--- src/rtl/atop_filter_consts.svh ---
`ifndef ATOP_FILTER_CONSTS_SVH
`define ATOP_FILTER_CONSTS_SVH

// Bus field widths
`define ATOP_ID_W   4
`define ATOP_ADDR_W 32
`define ATOP_DATA_W 32

// Default limit on downstream write bursts with W data still open
`define ATOP_MAX_WRITE_TXNS 4

// Values of atop[5:4]
`define ATOP_KIND_NONE  2'd0
`define ATOP_KIND_STORE 2'd1

// B and R response codes
`define ATOP_RESP_OKAY   2'd0
`define ATOP_RESP_SLVERR 2'd2

`endif

--- src/rtl/atop_filter_pkg.sv ---
`include "atop_filter_consts.svh"

package atop_filter_pkg;

  // Channel payload fields
  typedef logic [`ATOP_ID_W-1:0]   id_t;
  typedef logic [`ATOP_ADDR_W-1:0] addr_t;
  typedef logic [`ATOP_DATA_W-1:0] data_t;
  // Burst length minus one
  typedef logic [7:0]              len_t;
  typedef logic [5:0]              atop_t;
  typedef logic [1:0]              bresp_t;

  // Write side of the filter
  typedef enum logic [2:0] {
    W_FEEDTHROUGH,
    BLOCK_AW,
    ABSORB_W,
    INJECT_B,
    WAIT_R
  } w_state_e;

  // Read side of the filter
  typedef enum logic {
    R_FEEDTHROUGH,
    INJECT_R
  } r_state_e;

endpackage

--- src/rtl/atop_decode.sv ---
`include "atop_filter_consts.svh"

module atop_decode (
  input  logic                   clk_i,
  input  logic                   rst_ni,
  input  logic                   aw_valid_i,
  input  atop_filter_pkg::id_t   aw_id_i,
  input  atop_filter_pkg::len_t  aw_len_i,
  input  atop_filter_pkg::atop_t aw_atop_i,
  input  logic                   atop_take_i,
  output logic                   aw_is_atop_o,
  output atop_filter_pkg::id_t   atop_id_o,
  output logic                   rcmd_push_o,
  output atop_filter_pkg::len_t  rcmd_len_o
);
  import atop_filter_pkg::*;

  logic [1:0] kind;
  logic       is_atomic;
  logic       needs_r;
  id_t        id_q;

  // Kind field of the AW atop
  assign kind      = aw_atop_i[5:4];
  assign is_atomic = (kind != `ATOP_KIND_NONE);
  // Everything but an atomic store returns read data
  assign needs_r   = is_atomic && (kind != `ATOP_KIND_STORE);

  assign aw_is_atop_o = aw_valid_i && is_atomic;

  // R command goes out in the same cycle as the absorbed AW
  assign rcmd_push_o = atop_take_i && needs_r;
  assign rcmd_len_o  = aw_len_i;

  // ID for the injected B and R
  always_ff @(posedge clk_i or negedge rst_ni) begin
    if (!rst_ni) begin
      id_q <= '0;
    end else if (atop_take_i) begin
      id_q <= aw_id_i;
    end
  end

  assign atop_id_o = id_q;

endmodule

--- src/rtl/atop_write_ctrl.sv ---
`include "atop_filter_consts.svh"

module atop_write_ctrl #(
  parameter int unsigned MaxWriteTxns = 4
) (
  input  logic                    clk_i,
  input  logic                    rst_ni,
  // AW control
  input  logic                    slv_aw_valid_i,
  input  logic                    aw_is_atop_i,
  input  logic                    mst_aw_ready_i,
  output logic                    slv_aw_ready_o,
  output logic                    mst_aw_valid_o,
  // W control
  input  logic                    slv_w_valid_i,
  input  logic                    slv_w_last_i,
  input  logic                    mst_w_ready_i,
  output logic                    slv_w_ready_o,
  output logic                    mst_w_valid_o,
  // B channel
  input  logic                    slv_b_ready_i,
  input  logic                    mst_b_valid_i,
  input  atop_filter_pkg::id_t    mst_b_id_i,
  input  atop_filter_pkg::bresp_t mst_b_resp_i,
  output logic                    slv_b_valid_o,
  output atop_filter_pkg::id_t    slv_b_id_o,
  output atop_filter_pkg::bresp_t slv_b_resp_o,
  output logic                    mst_b_ready_o,
  // Links to decode and read side
  input  atop_filter_pkg::id_t    atop_id_i,
  input  logic                    rcmd_pending_i,
  output logic                    atop_take_o
);
  import atop_filter_pkg::*;

  // Counter holds 0 up to MaxWriteTxns
  localparam int unsigned CntW = $clog2(MaxWriteTxns + 1);

  logic [CntW-1:0] cnt_q, cnt_d;
  w_state_e        state_q, state_d;
  logic            aw_below_max;
  logic            w_outstanding;

  assign aw_below_max  = (cnt_q < CntW'(MaxWriteTxns));
  assign w_outstanding = (cnt_q != '0);

  always_comb begin
    // AW and W closed unless a state opens them
    mst_aw_valid_o = 1'b0;
    slv_aw_ready_o = 1'b0;
    mst_w_valid_o  = 1'b0;
    slv_w_ready_o  = 1'b0;
    // B passes through by default
    slv_b_valid_o  = mst_b_valid_i;
    slv_b_id_o     = mst_b_id_i;
    slv_b_resp_o   = mst_b_resp_i;
    mst_b_ready_o  = slv_b_ready_i;
    atop_take_o    = 1'b0;
    state_d        = state_q;

    unique case (state_q)
      W_FEEDTHROUGH: begin
        if (aw_below_max) begin
          mst_aw_valid_o = slv_aw_valid_i;
          slv_aw_ready_o = mst_aw_ready_i;
        end
        // W may only follow its own AW
        if (w_outstanding) begin
          mst_w_valid_o = slv_w_valid_i;
          slv_w_ready_o = mst_w_ready_i;
        end
        // Atomic AW is swallowed here, never reaching the slave
        if (aw_is_atop_i) begin
          mst_aw_valid_o = 1'b0;
          slv_aw_ready_o = 1'b1;
          atop_take_o    = 1'b1;
          if (w_outstanding) begin
            // Older bursts first finish their W data
            state_d = BLOCK_AW;
          end else begin
            mst_w_valid_o = 1'b0;
            slv_w_ready_o = 1'b1;
            if (slv_w_valid_i && slv_w_last_i) begin
              state_d = INJECT_B;
            end else begin
              state_d = ABSORB_W;
            end
          end
        end
      end

      BLOCK_AW: begin
        if (w_outstanding) begin
          mst_w_valid_o = slv_w_valid_i;
          slv_w_ready_o = mst_w_ready_i;
        end else begin
          // Next burst on W belongs to the atomic AW
          slv_w_ready_o = 1'b1;
          if (slv_w_valid_i && slv_w_last_i) begin
            state_d = INJECT_B;
          end else begin
            state_d = ABSORB_W;
          end
        end
      end

      ABSORB_W: begin
        slv_w_ready_o = 1'b1;
        if (slv_w_valid_i && slv_w_last_i) begin
          state_d = INJECT_B;
        end
      end

      INJECT_B: begin
        // Hold off downstream B while the error response goes up
        mst_b_ready_o = 1'b0;
        slv_b_valid_o = 1'b1;
        slv_b_id_o    = atop_id_i;
        slv_b_resp_o  = `ATOP_RESP_SLVERR;
        if (slv_b_ready_i) begin
          if (rcmd_pending_i) begin
            state_d = WAIT_R;
          end else begin
            state_d = W_FEEDTHROUGH;
          end
        end
      end

      WAIT_R: begin
        // R beats of this atomic still in flight
        if (!rcmd_pending_i) begin
          state_d = W_FEEDTHROUGH;
        end
      end

      default: state_d = W_FEEDTHROUGH;
    endcase
  end

  // Up on downstream AW, down on downstream last W
  always_comb begin
    cnt_d = cnt_q;
    if (mst_aw_valid_o && mst_aw_ready_i) begin
      cnt_d = cnt_d + CntW'(1);
    end
    if (mst_w_valid_o && mst_w_ready_i && slv_w_last_i) begin
      cnt_d = cnt_d - CntW'(1);
    end
  end

  always_ff @(posedge clk_i or negedge rst_ni) begin
    if (!rst_ni) begin
      state_q <= W_FEEDTHROUGH;
      cnt_q   <= '0;
    end else begin
      state_q <= state_d;
      cnt_q   <= cnt_d;
    end
  end

  a_cnt_max: assert property (@(posedge clk_i) disable iff (!rst_ni)
    cnt_q <= CntW'(MaxWriteTxns))
    else $error("write burst counter above limit");

  // Decode flag and downstream AW valid are mutually exclusive
  a_no_atop_down: assert property (@(posedge clk_i) disable iff (!rst_ni)
    aw_is_atop_i |-> !mst_aw_valid_o)
    else $error("atomic AW forwarded downstream");

endmodule

--- src/rtl/atop_read_inject.sv ---
`include "atop_filter_consts.svh"

module atop_read_inject (
  input  logic                    clk_i,
  input  logic                    rst_ni,
  // R command from decode
  input  logic                    rcmd_push_i,
  input  atop_filter_pkg::len_t   rcmd_len_i,
  input  atop_filter_pkg::id_t    atop_id_i,
  // Downstream R
  input  logic                    mst_r_valid_i,
  input  atop_filter_pkg::id_t    mst_r_id_i,
  input  atop_filter_pkg::data_t  mst_r_data_i,
  input  atop_filter_pkg::bresp_t mst_r_resp_i,
  input  logic                    mst_r_last_i,
  output logic                    mst_r_ready_o,
  // Upstream R
  input  logic                    slv_r_ready_i,
  output logic                    slv_r_valid_o,
  output atop_filter_pkg::id_t    slv_r_id_o,
  output atop_filter_pkg::data_t  slv_r_data_o,
  output atop_filter_pkg::bresp_t slv_r_resp_o,
  output logic                    slv_r_last_o,
  // Level toward write side
  output logic                    rcmd_pending_o
);
  import atop_filter_pkg::*;

  logic     cmd_valid_q, cmd_valid_d;
  len_t     cmd_len_q;
  len_t     beats_q, beats_d;
  r_state_e state_q, state_d;

  // Command stays stored until its last beat is taken
  assign rcmd_pending_o = cmd_valid_q;

  always_comb begin
    // Downstream R passes through by default
    slv_r_valid_o = mst_r_valid_i;
    slv_r_id_o    = mst_r_id_i;
    slv_r_data_o  = mst_r_data_i;
    slv_r_resp_o  = mst_r_resp_i;
    slv_r_last_o  = mst_r_last_i;
    mst_r_ready_o = slv_r_ready_i;
    cmd_valid_d   = cmd_valid_q;
    beats_d       = beats_q;
    state_d       = state_q;

    if (rcmd_push_i) begin
      cmd_valid_d = 1'b1;
    end

    unique case (state_q)
      R_FEEDTHROUGH: begin
        // No ordering against other IDs, so start right away
        if (cmd_valid_q) begin
          beats_d = cmd_len_q;
          state_d = INJECT_R;
        end
      end

      INJECT_R: begin
        mst_r_ready_o = 1'b0;
        slv_r_valid_o = 1'b1;
        slv_r_id_o    = atop_id_i;
        slv_r_data_o  = '0;
        slv_r_resp_o  = `ATOP_RESP_SLVERR;
        slv_r_last_o  = (beats_q == '0);
        if (slv_r_ready_i) begin
          if (beats_q == '0) begin
            cmd_valid_d = 1'b0;
            state_d     = R_FEEDTHROUGH;
          end else begin
            beats_d = beats_q - 8'd1;
          end
        end
      end

      default: state_d = R_FEEDTHROUGH;
    endcase
  end

  always_ff @(posedge clk_i or negedge rst_ni) begin
    if (!rst_ni) begin
      cmd_valid_q <= 1'b0;
      beats_q     <= '0;
      state_q     <= R_FEEDTHROUGH;
    end else begin
      cmd_valid_q <= cmd_valid_d;
      beats_q     <= beats_d;
      state_q     <= state_d;
    end
  end

  // Beat count of the stored command
  always_ff @(posedge clk_i) begin
    if (rcmd_push_i) begin
      cmd_len_q <= rcmd_len_i;
    end
  end

  // Write side must wait for the previous command to drain
  a_no_push_full: assert property (@(posedge clk_i) disable iff (!rst_ni)
    rcmd_push_i |-> !cmd_valid_q)
    else $error("R command pushed while one is stored");

endmodule

--- src/rtl/atop_filter_top.sv ---
`include "atop_filter_consts.svh"

module atop_filter_top (
  input  logic                    clk_i,
  input  logic                    rst_ni,
  // Upstream AW
  input  logic                    slv_aw_valid_i,
  output logic                    slv_aw_ready_o,
  input  atop_filter_pkg::id_t    slv_aw_id_i,
  input  atop_filter_pkg::addr_t  slv_aw_addr_i,
  input  atop_filter_pkg::len_t   slv_aw_len_i,
  input  atop_filter_pkg::atop_t  slv_aw_atop_i,
  // Upstream W
  input  logic                    slv_w_valid_i,
  output logic                    slv_w_ready_o,
  input  atop_filter_pkg::data_t  slv_w_data_i,
  input  logic                    slv_w_last_i,
  // Upstream B
  output logic                    slv_b_valid_o,
  input  logic                    slv_b_ready_i,
  output atop_filter_pkg::id_t    slv_b_id_o,
  output atop_filter_pkg::bresp_t slv_b_resp_o,
  // Upstream AR
  input  logic                    slv_ar_valid_i,
  output logic                    slv_ar_ready_o,
  input  atop_filter_pkg::id_t    slv_ar_id_i,
  input  atop_filter_pkg::addr_t  slv_ar_addr_i,
  input  atop_filter_pkg::len_t   slv_ar_len_i,
  // Upstream R
  output logic                    slv_r_valid_o,
  input  logic                    slv_r_ready_i,
  output atop_filter_pkg::id_t    slv_r_id_o,
  output atop_filter_pkg::data_t  slv_r_data_o,
  output atop_filter_pkg::bresp_t slv_r_resp_o,
  output logic                    slv_r_last_o,
  // Downstream AW
  output logic                    mst_aw_valid_o,
  input  logic                    mst_aw_ready_i,
  output atop_filter_pkg::id_t    mst_aw_id_o,
  output atop_filter_pkg::addr_t  mst_aw_addr_o,
  output atop_filter_pkg::len_t   mst_aw_len_o,
  output atop_filter_pkg::atop_t  mst_aw_atop_o,
  // Downstream W
  output logic                    mst_w_valid_o,
  input  logic                    mst_w_ready_i,
  output atop_filter_pkg::data_t  mst_w_data_o,
  output logic                    mst_w_last_o,
  // Downstream B
  input  logic                    mst_b_valid_i,
  output logic                    mst_b_ready_o,
  input  atop_filter_pkg::id_t    mst_b_id_i,
  input  atop_filter_pkg::bresp_t mst_b_resp_i,
  // Downstream AR
  output logic                    mst_ar_valid_o,
  input  logic                    mst_ar_ready_i,
  output atop_filter_pkg::id_t    mst_ar_id_o,
  output atop_filter_pkg::addr_t  mst_ar_addr_o,
  output atop_filter_pkg::len_t   mst_ar_len_o,
  // Downstream R
  input  logic                    mst_r_valid_i,
  output logic                    mst_r_ready_o,
  input  atop_filter_pkg::id_t    mst_r_id_i,
  input  atop_filter_pkg::data_t  mst_r_data_i,
  input  atop_filter_pkg::bresp_t mst_r_resp_i,
  input  logic                    mst_r_last_i
);
  import atop_filter_pkg::*;

  logic aw_is_atop;
  logic atop_take;
  id_t  atop_id;
  logic rcmd_push;
  len_t rcmd_len;
  logic rcmd_pending;

  // AW payload with atop always cleared downstream
  assign mst_aw_id_o   = slv_aw_id_i;
  assign mst_aw_addr_o = slv_aw_addr_i;
  assign mst_aw_len_o  = slv_aw_len_i;
  assign mst_aw_atop_o = '0;

  // W payload, valid and ready go through the write FSM
  assign mst_w_data_o = slv_w_data_i;
  assign mst_w_last_o = slv_w_last_i;

  // AR untouched
  assign mst_ar_valid_o = slv_ar_valid_i;
  assign slv_ar_ready_o = mst_ar_ready_i;
  assign mst_ar_id_o    = slv_ar_id_i;
  assign mst_ar_addr_o  = slv_ar_addr_i;
  assign mst_ar_len_o   = slv_ar_len_i;

  atop_decode u_decode (
    .clk_i        (clk_i),
    .rst_ni       (rst_ni),
    .aw_valid_i   (slv_aw_valid_i),
    .aw_id_i      (slv_aw_id_i),
    .aw_len_i     (slv_aw_len_i),
    .aw_atop_i    (slv_aw_atop_i),
    .atop_take_i  (atop_take),
    .aw_is_atop_o (aw_is_atop),
    .atop_id_o    (atop_id),
    .rcmd_push_o  (rcmd_push),
    .rcmd_len_o   (rcmd_len)
  );

  atop_write_ctrl #(
    .MaxWriteTxns (`ATOP_MAX_WRITE_TXNS)
  ) u_write (
    .clk_i          (clk_i),
    .rst_ni         (rst_ni),
    .slv_aw_valid_i (slv_aw_valid_i),
    .aw_is_atop_i   (aw_is_atop),
    .mst_aw_ready_i (mst_aw_ready_i),
    .slv_aw_ready_o (slv_aw_ready_o),
    .mst_aw_valid_o (mst_aw_valid_o),
    .slv_w_valid_i  (slv_w_valid_i),
    .slv_w_last_i   (slv_w_last_i),
    .mst_w_ready_i  (mst_w_ready_i),
    .slv_w_ready_o  (slv_w_ready_o),
    .mst_w_valid_o  (mst_w_valid_o),
    .slv_b_ready_i  (slv_b_ready_i),
    .mst_b_valid_i  (mst_b_valid_i),
    .mst_b_id_i     (mst_b_id_i),
    .mst_b_resp_i   (mst_b_resp_i),
    .slv_b_valid_o  (slv_b_valid_o),
    .slv_b_id_o     (slv_b_id_o),
    .slv_b_resp_o   (slv_b_resp_o),
    .mst_b_ready_o  (mst_b_ready_o),
    .atop_id_i      (atop_id),
    .rcmd_pending_i (rcmd_pending),
    .atop_take_o    (atop_take)
  );

  atop_read_inject u_read (
    .clk_i          (clk_i),
    .rst_ni         (rst_ni),
    .rcmd_push_i    (rcmd_push),
    .rcmd_len_i     (rcmd_len),
    .atop_id_i      (atop_id),
    .mst_r_valid_i  (mst_r_valid_i),
    .mst_r_id_i     (mst_r_id_i),
    .mst_r_data_i   (mst_r_data_i),
    .mst_r_resp_i   (mst_r_resp_i),
    .mst_r_last_i   (mst_r_last_i),
    .mst_r_ready_o  (mst_r_ready_o),
    .slv_r_ready_i  (slv_r_ready_i),
    .slv_r_valid_o  (slv_r_valid_o),
    .slv_r_id_o     (slv_r_id_o),
    .slv_r_data_o   (slv_r_data_o),
    .slv_r_resp_o   (slv_r_resp_o),
    .slv_r_last_o   (slv_r_last_o),
    .rcmd_pending_o (rcmd_pending)
  );

endmodule

--- config.mk ---
export PLATFORM = sky130hd
export DESIGN_NAME = atop_filter_top
export DESIGN_NICKNAME = d
export VERILOG_FILES = /design/src/rtl/atop_filter_pkg.sv /design/src/rtl/atop_decode.sv /design/src/rtl/atop_write_ctrl.sv /design/src/rtl/atop_read_inject.sv /design/src/rtl/atop_filter_top.sv
export VERILOG_INCLUDE_DIRS = /design/src /design/src/rtl
export SDC_FILE = /design/constraint.sdc
export NUM_CORES = 1
export LEC_CHECK = 0
export BUFFER_PORTS_ARGS = -buffer_cell sky130_fd_sc_hd__buf_2
export CAP_MARGIN = 20
export CORE_AREA = 4 4 141 143
export DETAILED_ROUTE_END_ITERATION = 8
export DIE_AREA = 0 0 145 147
export PLACE_DENSITY_LB_ADDON = 0.1
export SKIP_CTS_REPAIR_TIMING = 1
export SLEW_MARGIN = 25
export SYNTH_ARGS = -nofsm -noshare
export SYNTH_HDL_FRONTEND = slang
export SYNTH_SLANG_ARGS = --single-unit
--- constraint.sdc ---
create_clock -name clk_i -period 1.8 [get_ports clk_i]
set_clock_uncertainty 0.2 [all_clocks]
set_input_delay 0.09 -clock clk_i [delete_from_list [all_inputs] [get_ports clk_i]]
set_output_delay 0.09 -clock clk_i [all_outputs]
set_load 0.01 [all_outputs]
==> run summary, run 1 <==
The period utilization is 1.07. The count of TritonRoute iterations in the first routing pass is 4, and the count of maximum capacitance violations is 0. The later pin in the worst-skew pair is clocked with a latency of 0.28 ns. The core area was 18,600 um^2. The detail route stage leaves a number of antenna-violating nets equal to 0. Dividing the detail-routed wire length by the instance count gives 20.1 um.

The overall routing resource usage is 0.119. Compared with the post-synthesis result, the final layout area differs by 66.3%. The number of levels the H-tree was split into is 1, and the routability-driven placement congestion ratio is 0.763.

The most common cell in the synthesized netlist is buf_4. The floorplan step set the die width to 145 um. Detailed placement finished with a half-perimeter wire length of 12,000 um. After detailed routing, the number of vias per cell comes to 3.86.

The logs give 1 for the count of endpoints failing hold in the final timing report and 0 for the total congestion overflow. The fraction of post-synthesis cell area in the top cell type by area was 0.335; the initial DRC count was 93. Number of antenna violations at the first check in global routing: 3. buf_4 takes more of the synthesized area than any other cell.

The number of pins with negative max-slew slack in the final report is 0, and the flip-flop and latch count after synthesis is 28. The kind of critical path was reg2reg. Measured along the y axis, the die boundary spans 147 um.

Fraction of final layout cells with drive strength greater than 1: 0.465. STA classifies the critical path startpoint as a flop. The analysis attributes to cell leakage a power of 2.18 nW. For this run, the top clock speed supported by timing is 518 MHz. The data arrival time of the critical path was 1.89 ns; the cell area after technology mapping was 2890 um^2. The checks that failed: hold timing, setup timing.

Sorting the synthesized cells by area gives the leading types as buf_4, dfrtp_1, nor2b_1. For the total via count in the routed design, the log shows 2,908. DRC violations left: 0.

The power density normalized to cell area came out at 903 nW/um^2. The logs give 19,000 um for the wire length of the first global-routing pass and -0.131 ns for the final setup slack of the worst path. Entering global routing, the biggest net connects 24 pins. The reg2reg setup slack was -0.13 ns; the max-slew headroom at the worst pin was 0.634. No sink is reached through more buffers than the 2 on the longest clock path. The via count of the first global-routing pass was 2,451. For the sequential-to-total area share from yosys stat, the log shows 0.256. Path depth of the worst reg2reg path: 6. In the synthesized netlist, the cells that appear most often are buf_4, nor2b_1, nand2_1. The worst hold path belongs to the class in2reg. The transition time of the tightest slew-check pin is 0.550 ns.

The final critical delay including setup and external delays came out at 1.93 ns. Aggregate negative setup slack: -0.535 ns. The finished layout cell area was 4810 um^2.

Setup repair after global routing could not meet its margin everywhere. At the worst endpoint, the required time is 1.76 ns. The fraction of the core area covered by cells at the end of the flow came out at 0.259.

The run gives 3 as the number of buffers created by CTS. Sink count of the clock tree: 28. TritonCTS built the clock tree.

In this run the worst path has a maximum fanout of 3. Summing all placed instances gives a cell area of 3150 um^2. The count of buffers added on input and output ports is 135.

In this run, synthesis inferred 8 flip-flops with an integrated enable. The root buffer cell chosen for the clock tree is clkbuf_16. Die area: 21,300 um^2. After clock tree synthesis, the clock-pin slew on the worst setup and hold paths is 0.07 ns. During I/O placement, the number of pins put on the boundary was 366. The cell depth of the worst hold path is 3, and the yosys synthesis warning count is 0.

The tools report the number of cells produced by synthesis as 338. The tools report the final setup violation count as 9. A synthesized cell averages 8.56 um^2.

The commonest register cell after synthesis is dfrtp_1. The worst setup path is captured at a flop. The netlist uses 54 different library cells. After floorplanning, the core was divided into 50 placement rows.

The logs give 0.000383 V for the worst ir drop on vdd and 15,200 um for the total detailed-routing wirelength. The net count of the finished layout is 705. The final hold slack was -0.0290 ns.

The initial standard-cell utilization of the core was 0.156. The run finished, with violations left. The fraction of registers with async set/reset works out to 0.714.
layer usage:
metal  vias up  wire [um]  track usage
met3        21        988       0.0824
li1       1347          -            -
met4         0        254       0.0271
met2       161       7660        0.192
met1      1379       6270        0.128
met5         -          0       0.0318
cells in the final DEF (no fill, tap or decap), types with 4 or more instances in the layout:
| master | synthesis | layout |
|---|---|---|
| conb_1 | 1 | 6 |
| nand2b_1 | 6 | 6 |
| edfxtp_1 | 8 | 8 |
| nor2b_1 | 40 | 39 |
| dfrtp_1 | 20 | 17 |
| nand2_2 | 0 | 5 |
| a31oi_1 | 5 | 5 |
| nand2_1 | 22 | 16 |
| buf_6 | 0 | 8 |
| nand3b_1 | 4 | 4 |
| dlygate4sd3_1 | 0 | 124 |
| a21oi_1 | 8 | 7 |
| buf_2 | 5 | 134 |
| nor2_1 | 9 | 9 |
| diode_2 | 0 | 4 |
| inv_2 | 1 | 5 |
| buf_4 | 129 | 41 |
| mux2_2 | 9 | 8 |
worst paths after layout:
check / startpoint / to
hold / removal: slv_b_ready_i / u_write.state_q[2]
setup reg to reg: u_write.state_q[2] / u_write.cnt_q[2]
min in group asynchronous: rst_ni / u_read.beats_q[0]
max in group asynchronous: rst_ni / u_read.state_q
hold reg to reg: u_read.cmd_len_q[4] / u_read.beats_q[4]
setup / recovery: u_write.state_q[2] / u_write.cnt_q[2]
where the power goes:
part	switching, mW	internal [mW]
sequential	0.263	0.877
clock	0.248	0.300
combinational	1.22	1.44
total	1.73	2.62
sequential cells by signal, summed over array words and instances, names as in the netlist:
register,cells
u_decode.atop_id_o,4
u_read.state_q,1
u_read.rcmd_pending_o,1
u_write.state_q,3
u_read.beats_q,8
u_read.cmd_len_q,8
u_write.cnt_q,3
stage by stage:
stage / hold WS, ns / setup slack, ns / total power, mW / instances
global route: 0.0268 / -0.259 / 4.66 / 754
CTS: -0.388 / -0.324 / 3.55 / 611
detailed placement: -0.0883 / -0.176 / 2.99 / 607
finish: -0.0290 / -0.131 / 4.34 / 754
floorplan: -0.406 / -0.00615 / 2.40 / 343
global placement: -0.0829 / -0.0536 / 3.01 / 607
cell type report:
class / instances / area, um^2
clock inverters: 1 / 3.75
flip-flops and latches: 28 / 744
diodes: 4 / 10.0
well taps: 234 / 293
inverters: 8 / 30.0
fillers: 2000 / 13800
clock buffers: 3 / 75.1
multi-input cells: 168 / 1330
repair buffers: 308 / 2330
worst max-delay path, stage by stage, from the launching register on:
cell      delay, ns
dfrtp_2        0.44
nor4b_4        0.29
nand3b_1       0.22
mux2i_2        0.27
ha_2           0.22
nand2_2        0.05
xor2_1         0.13
kinds of logic after synthesis:
logic type,after synthesis,share of synthesized area
muxes,13,0.0489
xor gates and xnor gates,3,0.0117
buffers and inverters,147,0.360
and+or+nand+nor,107,0.224
AOI/OAI and AO/OA,35,0.0809
other,1,0.00130
adders and majority gates,4,0.0173
DFF,28,0.256
No activity file was read; power rests on OpenSTA's default activity.
==> run 2, diff against run 1 <==
--- a/config.mk
+++ b/config.mk
@@ -13,2 +13,3 @@
 export DIE_AREA = 0 0 145 147
+export GPL_TIMING_DRIVEN = 0
 export PLACE_DENSITY_LB_ADDON = 0.1
--- a/constraint.sdc
+++ b/constraint.sdc
@@ -4,2 +4,2 @@
 set_output_delay 0.09 -clock clk_i [all_outputs]
-set_load 0.01 [all_outputs]
+set_load 0.1 [all_outputs]
==> run 2 against run 1 <==
The run still ends with hold timing, setup timing left. Cell count is 15% higher. Cell area is 19% higher. Non-clock buffer count up 114. Wire length shrank 14%. Via count is 11% higher. Sequential power about the same.
==> run summary, run 2 (synthesized netlist as in run 1, its figures left out) <==
The flow ran to the end, but the final reports show violations. The checks that failed: hold timing, setup timing. Most common cell after layout, fill and taps aside: buf_2. The buffering stage count on the worst path with inverters included works out to 1 (+1).

The number of top-level pins is 366 (unchanged). The tools report the wire length of the first global-routing pass as 18,300 um (-3.9%). CTS root buffer: clkbuf_16. The tools report the static power due to leakage as 2.93 nW (+34%). Traced cell by cell, the critical path runs through buf_6 > nor4b_4 > nand3b_1 > mux2i_2 > ha_2 > nand2_2 > xor2_1.

The count of maximum capacitance violations is 0 (unchanged), and the instance area at placement is 4760 um^2 (+51%). The clock input transition at the sequential cells of the worst setup and hold paths is 0.07 ns (about the same). The startpoint of the tightest hold check path is slv_b_ready_i. The worst setup path is captured at a flop. The die area was 21,300 um^2 (unchanged); the largest fanout of any net on the critical path was 6 (+3). The tools report the worst path required time as 1.75 ns (about the same). The data arrival time of the critical path was 1.97 ns (+0.08 ns); the die span in x was 145 um (unchanged). The growth of design area from synthesis to finish works out to 98.2%. The final layout net count was 819 (+16%). The worst min-delay path endpoint is u_write.state_q[2]. The routability-driven placement congestion ratio was 0.788 (+3.3%). Vertical die dimension: 147 um (unchanged).

Terminus of the critical flop-to-flop path: u_write.cnt_q[2]. The total via count in the routed design is 3,227 (+11%), and the number of buffers created by CTS is 3 (unchanged). Setup repair after global routing could not meet its margin everywhere. The power density normalized to cell area was 1220 nW/um^2 (+35%); the remaining antenna violation count was 0 (unchanged). The fraction of the core area covered by cells at the end of the flow was 0.309 (+0.0496); the maximum frequency from static timing analysis was 493 MHz (-4.8%). The path depth of the worst reg2reg path came out at 7 (+1).

The core area came out at 18,600 um^2 (unchanged). For the total detailed-routing wirelength, the log shows 13,000 um (-14%). The finished layout cell area is 5730 um^2 (+19%), and the post-detailed-route via-to-cell ratio is 3.73 (-3.2%). The period utilization works out to 1.13 (+0.0536). The count of endpoints failing hold in the final timing report was 1 (unchanged); the number of antenna violations at the first check in global routing was 2 (-1). TritonCTS built the clock tree. The total congestion overflow was 0 (unchanged); the final setup slack of the worst path was -0.227 ns (-0.0964 ns). The run gives 4 (unchanged) as the count of TritonRoute iterations in the first routing pass.

The top cell types in the final layout, fill and taps aside, are buf_2, buf_4, nor2b_4. Sink count of the clock tree: 28 (unchanged). The run gives 0.156 (unchanged) as the initial standard-cell utilization of the core.

The tools report the maximum number of pins on one net before global-route repair as 21 (-13%). STA classifies the critical path startpoint as a flop. The tools report the total power as 7.00 mW (+61%). The path class of the tightest hold or removal check is in2reg. The placement row count is 50 (unchanged), and the overall routing resource usage is 0.106 (-0.0138). The fraction of final layout cells with drive strength greater than 1 works out to 0.802 (+0.336). The run gives 21 (+12) as the final setup violation count. The critical path is of the reg2reg type. The number of pins with negative max-slew slack in the final report is 0 (unchanged), and the number of antenna diodes is 0 (-4). The initial DRC count is 36 (-61%), and the DRC violations left is 0 (unchanged). The post-detailed-placement half-perimeter wirelength was 11,100 um (-6.9%). For the number of levels the H-tree was split into, the log shows 1 (unchanged). The critical path's largest stage delay came out at 0.37 ns (-0.07 ns). The cell depth of the worst hold path works out to 3 (unchanged). The number of port buffers is 245 (+81%), and the reg2reg setup slack is -0.23 ns (-0.10 ns). The final hold slack came out at -0.0409 ns (-0.0119 ns). The worst-skew pair later-pin latency was 0.26 ns (-0.02 ns); the final critical delay including setup and external delays was 2.03 ns (+0.0964 ns). For this design, the slowest cell found on the critical path is dfrtp_1. Transition time of the tightest slew-check pin: 0.556 ns (+0.00680 ns). The max-slew headroom at the worst pin is 0.629 (-0.00454). The via count of the first global-routing pass was 3,106 (+27%); the worst slack after detailed placement was -0.587 ns (-0.411 ns). The detail-routed net length per standard cell is 15.1 um (-25%), and the number of buffers between clock root and the deepest sink is 2 (unchanged). The family of cells with the greatest summed delay on the critical path is simple AND/OR/NAND/NOR gates. The startpoint identified for the worst register-to-register timing path is u_write.state_q[0]. The run gives 0.00144 V (+280%) as the worst ir drop on vdd.
==> run 2: power by group <==
| group | switching, mW | internal (mW) |
|---|---|---|
| clock | 0.225 | 0.299 |
| sequential | 0.289 | 0.876 |
| combinational | 3.46 | 1.85 |
| total | 3.97 | 3.02 |
==> run 2: worst max-delay path by stage <==
stage,cells past startpoint,endpoint,start
after floorplan,4,mst_aw_valid_o,u_write.state_q[1]
after global placement,4,slv_r_id_o[1],u_read.state_q
after detailed placement,4,slv_r_id_o[1],u_read.state_q
after CTS,4,slv_r_id_o[1],u_read.state_q
after global routing,7,u_write.cnt_q[2],u_write.state_q[0]
final,7,u_write.cnt_q[2],u_write.state_q[0]
==> run 2: cell type report <==
cell class | instances | area (um^2)
Buffer | 139 | 1070
Clock buffer | 3 | 75.1
Clock inverter | 1 | 3.75
Fill cell | 1974 | 12800
Inverter | 8 | 30.0
Multi-Input combinational cell | 168 | 1580
Sequential cell | 28 | 743
Tap cell | 234 | 293
Timing Repair Buffer | 283 | 1940
==> run 2: metrics by stage <==
step | std cells | hold slack (ns) | setup TNS [ns]
after CTS | 826 | -0.380 | -30.18
final | 864 | -0.0409 | -2.06
after global routing | 864 | 0.00615 | -4.12
after floorplan | 343 | -0.406 | -4.55
after global placement | 822 | -0.0757 | -14.54
after detailed placement | 822 | -0.0823 | -14.41
==> run 2: worst min-delay path, delay by kind of cell <==
| family | cells | cell delay (ns) |
|---|---|---|
| compound gates | 1 | 0.07 |
| buf+inv | 1 | 0.11 |
| simple gates | 1 | 0.11 |
==> run 2: per-layer routing <==
layer	part of all wire	GRT usage	routed length, um
met1	0.33	0.109	4330
met2	0.57	0.215	7420
met3	0.080	0.0315	1040
met4	0.017	0.0138	225
met5	0.0021	0	27
==> run 3, diff against run 2 <==
- ABC_AREA: not set -> 1
- CELL_PAD_IN_SITES_DETAIL_PLACEMENT: not set -> 1
- CELL_PAD_IN_SITES_GLOBAL_PLACEMENT: not set -> 2
- CORE_AREA: 4 4 141 143 -> not set
- CORE_MARGIN: not set -> 4
- CORE_UTILIZATION: not set -> 13
- DIE_AREA: 0 0 145 147 -> not set
==> run 3 against run 2 <==
The run ends with setup timing left. Largest cell class unchanged. Critical path type is now reg2out. Maximum frequency increased by 4.3%. Count of clock-buffer cells in the layout increased by 1. Synthesized cell count increased by 29%. Combinational power increased by 33%.
==> run summary, run 3 <==
The flow ran to the end, but the final reports show violations. The final reports fail on setup timing. The core area is 22,700 um^2 (+22%), and the total detailed-routing wirelength is 14,100 um (+8.3%). The vertical die dimension came out at 160 um (+8.9%).

The logs give 8.69 mW (+24%) for the total power and 33 (-39%) for the distinct cell type count of the synthesized netlist. STA classifies the critical path endpoint as an output port. The post-detailed-placement half-perimeter wirelength was 12,200 um (+9.4%); the fraction of post-synthesis cell area in the top cell type by area was 0.322 (-0.0124). Worst-skew pair later-pin latency: 0.27 ns (about the same). Critical path endpoint: slv_w_ready_o.

The tools report the maximum frequency from static timing analysis as 515 MHz (+4.3%). Worst path required time: 1.51 ns (-0.24 ns). Number of port buffers: 245 (unchanged). The detail-routed net length per standard cell is 14.0 um (-7.1%).

The path depth of the worst reg2reg path came out at 9 (+2). The instance area at placement came out at 4830 um^2 (+1.4%). In the layout the commonest cells are buf_2, buf_4, nand2_1.

The sink count of the clock tree came out at 28 (unchanged). The startpoint of the most critical setup path is u_write.cnt_q[0]. The number of buffers created by CTS came out at 3 (unchanged). The total congestion overflow came out at 0 (unchanged). The total length of routed met2 wires is 8500 um (+15%), and the data arrival time of the critical path is 1.65 ns (-0.32 ns). For the yosys synthesis warning count, the log shows 0 (unchanged).

The CTS root buffer is clkbuf_16. The most used flip-flop cell after synthesis is dfrtp_1. By area the synthesized netlist is led by buf_4, dfrtp_1, nand2_1. Flip-flop and latch count after synthesis: 28 (unchanged).

Number of levels the H-tree was split into: 1 (unchanged). The cell type with the highest aggregate area in the netlist is buf_4. The number of antenna diodes was 0 (unchanged). In this run the critical register-to-register path is launched from u_write.state_q[1]. The post-detailed-route via-to-cell ratio was 3.59 (-4.0%). Final layout net count: 912 (+11%). The period utilization was 1.08 (-0.0469); the met3 wire length was 955 um (-8.0%).

The detailed-route wire length on metal 1 is 4590 um (+6.0%). The tools report the instance count after placement with tap cells included as 972 (+18%). Routed signal wires occupy layers up through met5. The number of buffers between clock root and the deepest sink is 2 (unchanged).

TritonCTS built the clock tree. The DRC violations left is 0 (unchanged). Count of maximum capacitance violations: 0 (unchanged).

The max-slew headroom at the worst pin is 0.622 (-0.00680), and the growth of design area from synthesis to finish is 104%. The maximum number of pins on one net before global-route repair was 21 (unchanged); the average cell area after synthesis was 6.87 um^2 (-20%). The sequential-to-total area share from yosys stat is 0.247 (-0.00949), and the final setup violation count is 7 (-67%). The fraction of the core area covered by cells at the end of the flow was 0.270 (-0.0387); the number of antenna violations at the first check in global routing was 1 (-1). STA classifies the critical path startpoint as a flop. The finished layout cell area was 6130 um^2 (+6.9%). Setup repair after global routing could not meet its margin everywhere.

The run gives 0 (unchanged) as the number of pins with negative max-slew slack in the final report. The die area is 25,600 um^2 (+20%), and the largest fanout of any net on the critical path is 3 (-3). The run gives 61 (+69%) as the initial DRC count.

The fraction of registers with async set/reset is 0.714 (unchanged). Leaving out fill and tap cells, the most frequent cell in the layout is buf_2. The worst register-to-register path ends at u_write.cnt_q[1]. The number of cells produced by synthesis is 437 (+29%), and the clock input transition at the sequential cells of the worst setup and hold paths is 0.08 ns (about the same). Yosys instantiated no cell more often than buf_4. The logs give 3,625 (+17%) for the via count of the first global-routing pass and 4 (unchanged) for the count of TritonRoute iterations in the first routing pass. The tools report the reg2reg setup slack as -0.11 ns (+0.12 ns). The initial standard-cell utilization of the core is 0.132 (-0.0234).

The placement row count was 55 (+10%); the final setup slack of the worst path was -0.143 ns (+0.0845 ns). The tools report the count of endpoints failing hold in the final timing report as 0 (-1). The static power due to leakage is 3.21 nW (+9.7%), and the remaining antenna violation count is 0 (unchanged). The tools report the final instance count without filler cells as 1,008 (+17%). The run gives 0.000988 V (-31%) as the worst ir drop on vdd. The setup path with the least slack is of type reg2out.

The number of flops mapped to enable cells by yosys came out at 8 (unchanged). The tools report the final hold slack as 0.0118 ns (+0.0527 ns). Transition time of the tightest slew-check pin: 0.561 ns (+0.00427 ns). After synthesis, the most frequently instantiated cells are buf_4, nand2_1, inv_1. The number of top-level pins was 366 (unchanged). The fraction of final layout cells with drive strength greater than 1 works out to 0.683 (-0.118).

Wire length of the first global-routing pass: 20,300 um (+11%). The die span in x was 160 um (+10%); the power density normalized to cell area was 1420 nW/um^2 (+16%). The total via count in the routed design is 3,615 (+12%), and the routability-driven placement congestion ratio is 0.727 (-7.8%).

Final critical delay including setup and external delays: 1.94 ns (-0.0845 ns). The logs give 0.0980 (-0.00767) for the overall routing resource usage and 3000 um^2 (+3.8%) for the cell area after technology mapping. The worst hold path belongs to the class in2reg.
==> run 3: cell count changes after synthesis, sizes merged, moves of 6 or more <==
cell,delta
inv,+60
o21ai,+13
nand2b,-6
mux2,-9
nand3,+15
nor2,+52
nor2b,-40
nand2,+56
==> run 3: worst max-delay path, cell delays in order, from the launching register on <==
cell      delay [ns]
dfrtp_1         0.42
inv_2           0.09
ha_4            0.14
nand2_4         0.05
inv_2           0.07
nor2_2          0.04
a21oi_1         0.12
nand2_1         0.07
o211ai_1        0.12
buf_6           0.27
==> run 3: cell type report <==
class / count / area [um^2]
fill: 2724 / 16600
timing repair buffer: 277 / 2160
multi-input combinational: 210 / 1430
buffer: 136 / 1090
sequential: 28 / 743
tap: 285 / 357
inverter: 68 / 267
clock buffer: 4 / 88.8
==> run 3: power breakdown <==
part / internal, mW / leakage [nW] / switching, mW / total, mW
sequential: 0.884 / 0.305 / 0.177 / 1.06
clock: 0.342 / 0.0442 / 0.250 / 0.593
combinational: 2.25 / 2.86 / 4.78 / 7.04
==> run 3: worst min-delay path by stage <==
stage	to	cells past startpoint	slack (ns)	from
2_1_floorplan	u_decode.atop_id_o[0]	0	-0.41	rst_ni
3_3_place_gp	u_write.cnt_q[0]	1	-0.06	rst_ni
3_5_place_dp	u_write.cnt_q[0]	1	-0.07	rst_ni
4_1_cts	u_write.state_q[2]	1	-0.37	rst_ni
5_1_grt	u_read.rcmd_pending_o	4	0.03	slv_r_ready_i
6_report	u_read.rcmd_pending_o	4	0.01	slv_r_ready_i
==> run 3: through the flow <==
| stage | setup WS (ns) | setup TNS [ns] |
|---|---|---|
| 3_5_place_dp | -0.267 | -9.14 |
| 4_1_cts | -0.588 | -23.04 |
| 2_1_floorplan | -0.737 | -14.00 |
| 5_1_grt | -0.250 | -1.77 |
| 3_3_place_gp | -0.251 | -8.39 |
| 6_report | -0.143 | -0.708 |
==> run 3: routing by layer <==
layer	up-vias	track usage
met5	-	0
met4	2	0.0129
met3	6	0.0188
met2	152	0.209
met1	1695	0.0983
li1	1760	-
==> run 3: cells by family after synthesis <==
kind of cell / after synthesis / share of synthesized area
and+or+nand+nor: 168 / 0.249
adders and majority gates: 4 / 0.0167
other: 1 / 0.00125
DFF: 28 / 0.247
buffers and inverters: 204 / 0.422
AOI/OAI and AO/OA: 32 / 0.0637
